[config.mk]
export PLATFORM = sky130hd
export DESIGN_NAME = decode_stage
export DESIGN_NICKNAME = d
export VERILOG_FILES = /design/src/rtl/mips_pkg.sv /design/src/rtl/control_unit.sv /design/src/rtl/decode_stage.sv /design/src/rtl/hazard_unit.sv /design/src/rtl/id_ex_reg.sv /design/src/rtl/operand_fetch.sv
export SDC_FILE = /design/constraint.sdc
export NUM_CORES = 2
export LEC_CHECK = 0
export BUFFER_PORTS_ARGS = -buffer_cell sky130_fd_sc_hd__buf_4
export CORE_ASPECT_RATIO = 1.75
export CORE_MARGIN = 3
export CORE_UTILIZATION = 56
export DETAILED_ROUTE_END_ITERATION = 6
export PLACE_DENSITY = 0.73
export SETUP_SLACK_MARGIN = 0.5
export SLEW_MARGIN = 20
export SYNTH_ARGS = -nofsm -noshare
export SYNTH_HDL_FRONTEND = slang
export SYNTH_SLANG_ARGS = --single-unit
[constraint.sdc]
create_clock -name clk -period 5.3 [get_ports clk]
set_clock_uncertainty 0.15 [all_clocks]
set_input_delay 1.06 -clock clk [delete_from_list [all_inputs] [get_ports clk]]
set_output_delay 1.06 -clock clk [all_outputs]
set_load 0.01 [all_outputs]
[src/rtl/mips_pkg.sv]
package mips_pkg;

    localparam int isa_width      = 32;         // data and instruction width
    localparam int reg_idx_width  = 5;          // register index width
    localparam int addr_width     = 26;         // j/jal target field
    localparam logic [4:0] ret_reg_idx = 5'd31; // jal link register

    localparam int hazd_hold_bit  = 1;          // hazard_control: keep ex data
    localparam int hazd_no_op_bit = 0;          // hazard_control: bubble into ex
    localparam int mem_read_bit   = 1;          // mem_control read strobe
    localparam int mem_write_bit  = 0;          // mem_control write strobe

    typedef enum logic [5:0] {
        op_rtype = 6'h00,
        op_j     = 6'h02,
        op_jal   = 6'h03,
        op_beq   = 6'h04,
        op_bne   = 6'h05,
        op_addi  = 6'h08,
        op_slti  = 6'h0a,
        op_andi  = 6'h0c,
        op_ori   = 6'h0d,
        op_lw    = 6'h23,
        op_sw    = 6'h2b
    } opcode_e;

    typedef enum logic [5:0] {
        fn_jr  = 6'h08,
        fn_add = 6'h20,
        fn_sub = 6'h22,
        fn_and = 6'h24,
        fn_or  = 6'h25,
        fn_slt = 6'h2a
    } funct_e;

    typedef enum logic [2:0] {
        alu_nop = 3'd0,
        alu_add = 3'd1,
        alu_sub = 3'd2,
        alu_and = 3'd3,
        alu_or  = 3'd4,
        alu_slt = 3'd5
    } alu_op_e;

endpackage

[src/rtl/control_unit.sv]
`timescale 1ns/1ps

module control_unit (
    input  logic [31:0]      instruction,
    output logic             i_type_instruction,  // immediate operand forms incl. lw
    output logic             r_type_instruction,
    output logic             j_instruction,
    output logic             jr_instruction,
    output logic             jal_instruction,
    output logic             branch_instruction,  // beq or bne
    output logic             store_instruction,
    output logic             reg_write_enable,
    output logic             illegal_instruction, // unknown opcode or funct
    output logic [1:0]       mem_control,         // [1] read, [0] write
    output mips_pkg::alu_op_e alu_control,
    output logic             zero_extend          // andi / ori immediates
);

    mips_pkg::opcode_e opcode;
    mips_pkg::funct_e  funct;

    assign opcode = mips_pkg::opcode_e'(instruction[31:26]);
    assign funct  = mips_pkg::funct_e'(instruction[5:0]);

    always_comb begin
        i_type_instruction  = 1'b0;
        r_type_instruction  = 1'b0;
        j_instruction       = 1'b0;
        jr_instruction      = 1'b0;
        jal_instruction     = 1'b0;
        branch_instruction  = 1'b0;
        store_instruction   = 1'b0;
        reg_write_enable    = 1'b0;
        illegal_instruction = 1'b0;
        mem_control         = 2'b00;
        alu_control         = mips_pkg::alu_nop;
        zero_extend         = 1'b0;
        case (opcode)
            mips_pkg::op_rtype: begin
                r_type_instruction = 1'b1;
                reg_write_enable   = 1'b1;               // cleared again for jr
                case (funct)
                    mips_pkg::fn_add: alu_control = mips_pkg::alu_add;
                    mips_pkg::fn_sub: alu_control = mips_pkg::alu_sub;
                    mips_pkg::fn_and: alu_control = mips_pkg::alu_and;
                    mips_pkg::fn_or:  alu_control = mips_pkg::alu_or;
                    mips_pkg::fn_slt: alu_control = mips_pkg::alu_slt;
                    mips_pkg::fn_jr: begin
                        jr_instruction   = 1'b1;
                        reg_write_enable = 1'b0;         // jr only redirects
                    end
                    default: begin
                        r_type_instruction  = 1'b0;
                        reg_write_enable    = 1'b0;
                        illegal_instruction = 1'b1;
                    end
                endcase
            end
            mips_pkg::op_j: j_instruction = 1'b1;
            mips_pkg::op_jal: begin
                jal_instruction  = 1'b1;
                reg_write_enable = 1'b1;                 // link into r31
            end
            mips_pkg::op_beq, mips_pkg::op_bne: begin
                branch_instruction = 1'b1;
                alu_control        = mips_pkg::alu_sub;  // compare by subtraction
            end
            mips_pkg::op_addi, mips_pkg::op_slti, mips_pkg::op_andi, mips_pkg::op_ori,
            mips_pkg::op_lw: begin
                i_type_instruction = 1'b1;
                reg_write_enable   = 1'b1;
                zero_extend = (opcode == mips_pkg::op_andi) || (opcode == mips_pkg::op_ori);
                case (opcode)
                    mips_pkg::op_slti: alu_control = mips_pkg::alu_slt;
                    mips_pkg::op_andi: alu_control = mips_pkg::alu_and;
                    mips_pkg::op_ori:  alu_control = mips_pkg::alu_or;
                    default:           alu_control = mips_pkg::alu_add; // addi, lw address
                endcase
                mem_control[mips_pkg::mem_read_bit] = (opcode == mips_pkg::op_lw);
            end
            mips_pkg::op_sw: begin
                store_instruction = 1'b1;
                alu_control       = mips_pkg::alu_add;   // address calc
                mem_control[mips_pkg::mem_write_bit] = 1'b1;
            end
            default: illegal_instruction = 1'b1;
        endcase
    end

    // redirect kinds must never overlap
    always_comb begin
        assert ($onehot0({j_instruction, jal_instruction, jr_instruction}))
            else $error("control_unit: more than one jump class active");
    end

endmodule

[src/rtl/decode_stage.sv]
`timescale 1ns/1ps

module decode_stage (
    input  logic              clk,
    input  logic              rst_n,
    input  logic              id_valid,          // one-cycle offer strobe
    input  logic [31:0]       id_instruction,
    input  logic [31:0]       id_pc_4,
    input  logic              wb_enable,
    input  logic [4:0]        wb_idx,
    input  logic [31:0]       wb_data,
    output logic              stall,             // re-offer same instruction
    output logic              ex_no_op,
    output logic              pc_offset,
    output logic              pc_overload,
    output logic              ex_reg_write_enable,
    output logic [1:0]        ex_mem_control,
    output mips_pkg::alu_op_e ex_alu_control,
    output logic [31:0]       ex_operand_1,
    output logic [31:0]       ex_operand_2,
    output logic [31:0]       ex_store_data,
    output logic [4:0]        ex_reg_1_idx,
    output logic [4:0]        ex_reg_2_idx,
    output logic [4:0]        ex_reg_dest_idx
);

    logic i_type_instruction, r_type_instruction, j_instruction, jr_instruction;
    logic jal_instruction, branch_instruction, store_instruction;
    logic id_reg_write_enable, illegal_instruction, zero_extend, condition_satisfied;
    logic [1:0]        id_mem_control, hazard_control;
    mips_pkg::alu_op_e id_alu_control;
    logic [31:0]       id_reg_1, id_reg_2, id_sign_extend_result;

    wire [4:0] rs_idx = id_instruction[25:21];
    wire [4:0] rt_idx = id_instruction[20:16];
    wire [4:0] rd_idx = id_instruction[15:11];
    wire branch_on_equal = (id_instruction[31:26] == mips_pkg::op_beq);
    wire uses_rt  = r_type_instruction || store_instruction || branch_instruction;
    wire id_no_op = !id_valid || illegal_instruction;

    control_unit control_unit_inst (
        .instruction(id_instruction), .i_type_instruction, .r_type_instruction,
        .j_instruction, .jr_instruction, .jal_instruction, .branch_instruction,
        .store_instruction, .reg_write_enable(id_reg_write_enable), .illegal_instruction,
        .mem_control(id_mem_control), .alu_control(id_alu_control), .zero_extend
    );

    operand_fetch operand_fetch_inst (
        .clk, .rst_n, .rs_idx, .rt_idx, .immediate(id_instruction[15:0]), .zero_extend,
        .branch_instruction, .branch_on_equal, .wb_enable, .wb_idx, .wb_data,
        .reg_1(id_reg_1), .reg_2(id_reg_2), .sign_extend_result(id_sign_extend_result),
        .condition_satisfied
    );

    hazard_unit hazard_unit_inst (
        .clk, .rst_n, .id_valid, .rs_idx, .rt_idx, .uses_rt, .ex_mem_control,
        .ex_reg_dest_idx, .ex_no_op, .hazard_control, .stall
    );

    id_ex_reg id_ex_reg_inst (
        .clk, .rst_n, .hazard_control, .id_no_op, .ex_no_op, .i_type_instruction,
        .r_type_instruction, .j_instruction, .jr_instruction, .jal_instruction,
        .branch_instruction, .store_instruction, .condition_satisfied, .pc_offset,
        .pc_overload, .id_reg_write_enable, .ex_reg_write_enable, .id_mem_control,
        .ex_mem_control, .id_alu_control, .ex_alu_control, .id_reg_1, .id_reg_2,
        .id_instruction, .id_pc_4, .id_sign_extend_result, .ex_operand_1, .ex_operand_2,
        .ex_store_data, .id_reg_1_idx(rs_idx), .id_reg_2_idx(rt_idx),
        .id_reg_dest_idx(rd_idx), .ex_reg_1_idx, .ex_reg_2_idx, .ex_reg_dest_idx
    );

endmodule

[src/rtl/hazard_unit.sv]
`timescale 1ns/1ps

module hazard_unit (
    input  logic       clk,               // assertion sampling only
    input  logic       rst_n,
    input  logic       id_valid,
    input  logic [4:0] rs_idx,
    input  logic [4:0] rt_idx,
    input  logic       uses_rt,           // r type, store, branch
    input  logic [1:0] ex_mem_control,
    input  logic [4:0] ex_reg_dest_idx,
    input  logic       ex_no_op,
    output logic [1:0] hazard_control,
    output logic       stall
);

    logic live_load;                      // load sitting in ex with a real target
    logic load_use;

    assign live_load = !ex_no_op && ex_mem_control[mips_pkg::mem_read_bit] &&
                       (ex_reg_dest_idx != '0);
    assign load_use  = id_valid && live_load &&
                       ((rs_idx == ex_reg_dest_idx) || (uses_rt && (rt_idx == ex_reg_dest_idx)));

    always_comb begin
        hazard_control = 2'b00;
        hazard_control[mips_pkg::hazd_hold_bit]  = load_use;  // freeze ex data
        hazard_control[mips_pkg::hazd_no_op_bit] = load_use;  // bubble into ex
    end

    assign stall = load_use;              // source re-offers next cycle

    // the bubble after a stall retires the load, so no second stall for it
    assert property (@(posedge clk) disable iff (!rst_n) stall |=> !stall)
        else $error("hazard_unit: stall raised twice for one load");

endmodule

[src/rtl/id_ex_reg.sv]
`timescale 1ns/1ps

module id_ex_reg (
    input  logic              clk,
    input  logic              rst_n,
    input  logic [1:0]        hazard_control,
    input  logic              id_no_op,               // idle or illegal in decode
    output logic              ex_no_op,
    input  logic              i_type_instruction,
    input  logic              r_type_instruction,
    input  logic              j_instruction,
    input  logic              jr_instruction,
    input  logic              jal_instruction,
    input  logic              branch_instruction,
    input  logic              store_instruction,
    input  logic              condition_satisfied,
    output logic              pc_offset,              // taken branch
    output logic              pc_overload,            // any jump
    input  logic              id_reg_write_enable,
    output logic              ex_reg_write_enable,
    input  logic [1:0]        id_mem_control,
    output logic [1:0]        ex_mem_control,
    input  mips_pkg::alu_op_e id_alu_control,
    output mips_pkg::alu_op_e ex_alu_control,
    input  logic [31:0]       id_reg_1,
    input  logic [31:0]       id_reg_2,
    input  logic [31:0]       id_instruction,
    input  logic [31:0]       id_pc_4,
    input  logic [31:0]       id_sign_extend_result,
    output logic [31:0]       ex_operand_1,
    output logic [31:0]       ex_operand_2,
    output logic [31:0]       ex_store_data,
    input  logic [4:0]        id_reg_1_idx,
    input  logic [4:0]        id_reg_2_idx,
    input  logic [4:0]        id_reg_dest_idx,
    output logic [4:0]        ex_reg_1_idx,
    output logic [4:0]        ex_reg_2_idx,
    output logic [4:0]        ex_reg_dest_idx
);

    logic bubble;                    // nothing real enters ex this cycle
    logic hold;                      // keep ex data from last cycle
    logic jump_target;               // j or jal
    logic no_dest;                   // store or branch
    logic [mips_pkg::reg_idx_width-1:0] dest_idx;

    assign bubble      = hazard_control[mips_pkg::hazd_no_op_bit] || id_no_op;
    assign hold        = hazard_control[mips_pkg::hazd_hold_bit];
    assign jump_target = j_instruction || jal_instruction;
    assign no_dest     = store_instruction || branch_instruction;

    always_comb begin
        if (i_type_instruction)   dest_idx = id_reg_2_idx;           // rt
        else if (no_dest)         dest_idx = '0;
        else if (jal_instruction) dest_idx = mips_pkg::ret_reg_idx;
        else if (jr_instruction)  dest_idx = id_reg_1_idx;           // rs
        else                      dest_idx = id_reg_dest_idx;        // rd
    end

    always_ff @(posedge clk) begin
        if (!rst_n) begin
            ex_no_op            <= 1'b1;                 // ex starts idle
            pc_offset           <= 1'b0;
            pc_overload         <= 1'b0;
            ex_reg_write_enable <= 1'b0;
            ex_mem_control      <= 2'b00;
            ex_alu_control      <= mips_pkg::alu_nop;
            ex_operand_1        <= '0;
            ex_operand_2        <= '0;
            ex_store_data       <= '0;
            ex_reg_1_idx        <= '0;
            ex_reg_2_idx        <= '0;
            ex_reg_dest_idx     <= '0;
        end else begin
            ex_no_op            <= bubble;
            pc_offset           <= !bubble && branch_instruction && condition_satisfied;
            pc_overload         <= !bubble && (jump_target || jr_instruction);
            ex_reg_write_enable <= !bubble && id_reg_write_enable;
            ex_mem_control      <= bubble ? 2'b00 : id_mem_control;
            if (!hold) begin
                ex_alu_control <= id_alu_control;
                ex_operand_1   <= jump_target
                    ? {id_pc_4[mips_pkg::isa_width-1:mips_pkg::addr_width+2],
                       id_instruction[mips_pkg::addr_width-1:0], 2'b00}
                    : id_reg_1;
                ex_operand_2    <= i_type_instruction ? id_sign_extend_result : id_reg_2;
                ex_store_data   <= id_reg_2;
                ex_reg_1_idx    <= jump_target ? '0 : id_reg_1_idx;   // jumps read no rs
                ex_reg_2_idx    <= (r_type_instruction || no_dest) ? id_reg_2_idx : '0;
                ex_reg_dest_idx <= dest_idx;
            end
        end
    end

    assert property (@(posedge clk) disable iff (!rst_n) !(pc_offset && pc_overload))
        else $error("id_ex_reg: branch and jump redirect at once");

endmodule

[src/rtl/operand_fetch.sv]
`timescale 1ns/1ps

module operand_fetch (
    input  logic        clk,
    input  logic        rst_n,
    input  logic [4:0]  rs_idx,
    input  logic [4:0]  rt_idx,
    input  logic [15:0] immediate,
    input  logic        zero_extend,         // andi / ori
    input  logic        branch_instruction,
    input  logic        branch_on_equal,     // beq when high, bne when low
    input  logic        wb_enable,
    input  logic [4:0]  wb_idx,
    input  logic [31:0] wb_data,
    output logic [31:0] reg_1,
    output logic [31:0] reg_2,
    output logic [31:0] sign_extend_result,
    output logic        condition_satisfied
);

    logic [mips_pkg::isa_width-1:0] regs [32];
    logic wb_live;                            // a write that actually lands

    assign wb_live = wb_enable && (wb_idx != '0);

    always_ff @(posedge clk) begin
        if (!rst_n) begin
            for (int i = 0; i < 32; i++) begin
                regs[i] <= '0;
            end
        end else if (wb_live) begin
            regs[wb_idx] <= wb_data;          // r0 never written
        end
    end

    // write-through so decode sees this cycle's writeback
    always_comb begin
        if (rs_idx == '0)                        reg_1 = '0;
        else if (wb_live && (wb_idx == rs_idx))  reg_1 = wb_data;
        else                                     reg_1 = regs[rs_idx];
        if (rt_idx == '0)                        reg_2 = '0;
        else if (wb_live && (wb_idx == rt_idx))  reg_2 = wb_data;
        else                                     reg_2 = regs[rt_idx];
    end

    assign sign_extend_result = zero_extend ? {16'h0000, immediate}
                                            : {{16{immediate[15]}}, immediate};

    assign condition_satisfied = branch_instruction &&
                                 (branch_on_equal ? (reg_1 == reg_2) : (reg_1 != reg_2));

endmodule
---- After elaboration in Yosys (flattened, before gate mapping) ----
Memory sizes are Yosys's and may differ from the RTL's.
Index checks and enable logic that the tools add are counted.
word-level totals
  register bits ........................... 120
  memories ................................ 1
  memory bits (writable) .................. 1024
  word-level logic and storage cells ...... 116
memory list
  memory                   words  bits a word  read ports  clocked after Yosys merged registers in  write ports  line                 source
  operand_fetch_inst.regs  32     32           2           0                                        32           operand_fetch.sv:21  logic [mips_pkg::isa_width-1:0] regs [32];
operators by class
  bitwise logic cells ..................... 2
  muxes and demuxes ....................... 38
  reductions and logical operators ........ 40
  equality and inequality tests ........... 22
operators with widths
  cell                                                 count
  two-way mux 32 bit                                   8
  equality test 6 bit, second input constant           7
  two-way mux 5 bit                                    7
  equality test 32 bit                                 1
  inequality test 32 bit                               1
  OR reduction 32 bit                                  1
  equality test 6 x 4 -> 1 bit, second input constant  5
  equality test 5 bit                                  4
  two-way mux 1 bit                                    18
  case mux 3 bit (5 select lines)                      1
  logical AND 1 bit                                    13
  equality test 6 x 2 -> 1 bit, second input constant  2
  equality test 6 x 3 -> 1 bit, second input constant  2
  case mux 3 bit (4 select lines)                      1
  OR reduction 6 bit                                   2
  logical NOT 5 bit                                    2
  logical OR 1 bit                                     10
  nonzero test 5 bit                                   2
  OR reduction 10 bit                                  1
  OR reduction 5 bit                                   2
  case mux 3 bit (3 select lines)                      1
  logical NOT 6 bit                                    1
  case mux 1 bit (2 select lines)                      2
  OR reduction 2 bit                                   2
  3 further kinds                                      6

---- Longest topological paths before layout ----
  depth after elaboration ................. 13
  gate-level depth with buffers ........... 16

---- Modules after synthesis ----
Synthesis repeated with hierarchy kept, for this count alone.
second synthesis, totals
  cells, all modules ...................... 4386
  area total of the unflattened synthesis .. 61273.8 µm²
by module, submodules not included
  module         cells an instance  seq. area each (µm²)  area an instance (µm²)  instances
  operand_fetch  3777               30749.5               55786.0                 1
  id_ex_reg      522                2402.3                4906.0                  1
  control_unit   62                 0.0                   394.1                   1
  hazard_unit    21                 0.0                   155.1                   1
  decode_stage   4                  0.0                   32.5                    1

---- Least setup slack after synthesis ----
OpenSTA, ideal clock, no wires.
  kind .................................... in2reg
  start ................................... input port wb_idx[3]
  end ..................................... memory operand_fetch_inst.regs[20][0] (netlist name), enable pin
  slack ................................... 0.519 ns
  path buffers ............................ 3
  stages on the path ...................... 6
  arrival ................................. 4.165 ns
  path through ............................ buf_2 or3_1 buf_2 nand3b_1 clkbuf_1 o21ai_0
RTL lines
  element      line                 source
  from (decl)  decode_stage.sv:10   input logic [4:0] wb_idx,
  to (decl)    operand_fetch.sv:21

---- Worst setup path after layout ----
  start ................................... input port id_instruction[22]
  end ..................................... register id_ex_reg_inst.pc_offset
between the ends
  cells in the longest elaborated chain, start to end .. 8
RTL lines
  element                                                       line               source
  from (decl)                                                   decode_stage.sv:7  input logic [31:0] id_instruction,
  branches (longest 7 deep; another with memory (32 x 32 bit))  --
  logical AND 1 bit *                                           id_ex_reg.sv:76    pc_offset <= !bubble && branch_instruction && condition_satisfied;
  to (signal assigned)                                          id_ex_reg.sv:76
  to (decl)                                                     id_ex_reg.sv:17    output logic pc_offset,
Every way passes the cells marked *.
A chain may end at the register's enable or synchronous reset.

==> flow_summary.ini <==
[synth]
synth_xor_area_frac = 0.00759
synth-seq-cells = 1144
synth_area_leader_cell = edfxtp_1
yosys-top-cells-count = edfxtp_1, and2_1, mux4_2
synthTopCellsByArea = edfxtp_1, mux4_2, and2_1
synth_top_family_by_area = multiplexers
syn_inst = 4470
synth_compound_area_frac = 0.0621
synth.area.mux_share = 0.204
synthesis.area_um2 = 61200
synth_edf_count = 1024
avgSynthCellArea_um2 = 13.7
async_flop_share = 0
synth_top_area_share = 0.503
yosysWarnings = 0
yosys.area_share.simple = 0.143
yosysSeqAreaShare = 0.542
synth_flop_cell = edfxtp_1
synth.most_common_cell = edfxtp_1
ys_types = 85
synthAdderAreaFrac = 0

[cells_and_area]
multi_input_comb_area_um2 = 26200
seqCellArea_um2 = 33200
nets = 4719
stdcell_area_um2 = 68800
fillers = 7971
drive_gt1_frac = 0.248
final_cells = 6177
syn_to_final_growth_pct = 12.4
final_core_util = 0.638

[clock_tree]
cts_tree = built
clkSinkCount = 1144
cts_setup_buffers = 0
cts_root_buf = clkbuf_16
holdBufCountCts = 0
post_cts_resized = 0
htree_levels = 3
clk_path_buf_depth = 3
clk_latency_ns = 0.76
cts.clk_slew.worst_paths_ns = 0.07
cts_buffers = 100

[setup_path]
crit_slowest_cell = a211oi_1
crit_required_ns = 5.80
critPathTopFamily = compound AO/OA/AOI/OAI gates
critPathLaunchType = input port
worstPathCellList = buf_8 -> or3b_2 -> buf_4 -> o22ai_1 -> a211oi_1 -> o21ai_0 -> a32oi_1 -> xnor2_1 -> nor4_1 -> nand4_1 -> nor3_2 -> mux2i_1
critPathBufInv = 2
path_max_fanout = 26
crit_path_end_kind = flip-flop
critPathKind = input port to flip-flop
crit_arrival_ns = 5.30
slowest_delay_ns = 0.89

[sta]
finalSetupTns_ns = 0
worstMarginPinSlew_ns = 1.13
fmax_mhz = 208
finalMaxSlewViolations = 0
period_needed_ns = 4.80
setup_viol = 0
grt_setup_unrepaired = false
fin_crit_sh = 0.906
slew_headroom = 0.244
hold_viol_final = 0

[route]
drt-total-wl_um = 240000
viasPerCell = 7.23
vias = 44678
drt-initial-drc-count = 7888
drtAntennaViolNets = 0
drc = 0
wire_per_inst_um = 38.8
drtPass1Iterations = 7

[die]
num_rows = 159
die-area_um2 = 113000
core_area_um2 = 108000
start_util = 0.567
die_w_um = 256
pin_count = 226
die_h_um = 443

[run]
maxCapViolations = 0

[pwr]
power.density_nw_per_um2 = 314
power_uw = 21600
p_leak_uw = 0.0247
ir_worst_vdd_mv = 0.238

[grt]
grt_overflow_total = 0
grt_pass1_wl_um = 333000
antenna_found_initial = 33
grtUsageTotal = 0.422
grt_max_degree = 128
first_global_vias = 44290

[place]
place.gp.congestion = 1.01
port_buffers = 197
place_area_um2 = 65300
dp_cells = 5960
hpwlAfterDp_um = 156000

[run_status]
status = completed

[min_path]
hold_path.class = flip-flop to flip-flop
-- cell type report --
cell class,count,share of cell area
repair buffers,476,0.0609
clock inverters,70,0.00846
diodes,28,0.00102
flip-flops and latches,1144,0.482
multi-input cells,2885,0.381
inverters,7,0.000455
well taps,1449,0.0264
clock buffers,118,0.0396
-- report_power, final --
group / switching (µW) / internal (µW)
registers: 297 / 10300
clock network: 3520 / 4080
logic: 2060 / 1310
total: 5880 / 15700
-- layout by cell type (no fill, tap or decap), drive strengths merged, types with 22 or more instances in the layout --
master	synthesis	final
dfxtp	120	120
buf	167	475
a22o	22	22
a22oi	73	73
clkbuf	296	119
mux2i	223	223
mux4	442	442
a31oi	28	28
nand2	198	198
xnor2	27	27
xor2	26	26
nor3	33	33
a21oi	135	135
edfxtp	1024	1024
a311oi	27	27
clkinv	0	47
a211oi	27	27
o22ai	33	33
diode	0	28
o21ai	94	94
a221oi	33	33
conb	1	32
nor2	208	208
nand3	42	42
and2	999	999
-- path summary, 6_finish.rpt --
check	slack, ns	startpoint	cells past startpoint	to
worst max-delay path	0.50	id_instruction[22]	12	id_ex_reg_inst.pc_offset
worst min-delay path	0.30	id_ex_reg_inst.ex_reg_1_idx[4]	2	id_ex_reg_inst.ex_reg_1_idx[4]
worst max register to register	1.04	operand_fetch_inst.regs[13][18]	12	id_ex_reg_inst.pc_offset
worst min register to register	0.30	id_ex_reg_inst.ex_reg_1_idx[4]	2	id_ex_reg_inst.ex_reg_1_idx[4]
-- per-layer routing --
metal  share of wire  GRT usage  up-vias
met2            0.45      0.647     4308
met5         0.00050          0        -
met4            0.12      0.384       15
met3            0.14      0.137     1324
li1                -          -    17187
met1            0.29      0.468    21844
-- state kept, by name, summed over array words and instances (netlist names) --
register,count
operand_fetch_inst.regs,1024
id_ex_reg_inst.pc_offset,1
id_ex_reg_inst.ex_reg_1_idx,5
id_ex_reg_inst.ex_reg_write_enable,1
id_ex_reg_inst.pc_overload,1
id_ex_reg_inst.ex_no_op,1
id_ex_reg_inst.ex_operand_1,32
id_ex_reg_inst.ex_store_data,32
id_ex_reg_inst.ex_mem_control,2
id_ex_reg_inst.ex_operand_2,32
id_ex_reg_inst.ex_reg_dest_idx,5
id_ex_reg_inst.ex_alu_control,3
id_ex_reg_inst.ex_reg_2_idx,5
-- worst reg2reg max path, delay by kind of cell, from the launching register on --
kind                      cells  cell delay [ns]
DFF                           1             0.41
and+or+nand+nor               3             0.94
muxes                         3             1.00
buffers and inverters         2             0.43
xor gates and xnor gates      1             0.18
AOI/OAI and AO/OA             3             1.08
-- logic make-up after synthesis --
family	count (synthesis)
multiplexers	676
buffers and inverters	472
AO/OA/AOI/OAI	560
other	1
XOR/XNOR	53
AND/OR/NAND/NOR	1564
flip-flops	1144
-- stage by stage --
step                hold slack (ns)  worst slack [ns]
finish                        0.303             0.500
global route                  0.319             0.514
CTS                           0.303             0.554
detailed placement            0.294            -0.114
global placement              0.289           -0.0956
floorplan                     0.326             0.519
No activity file was read; power rests on OpenSTA's default activity.
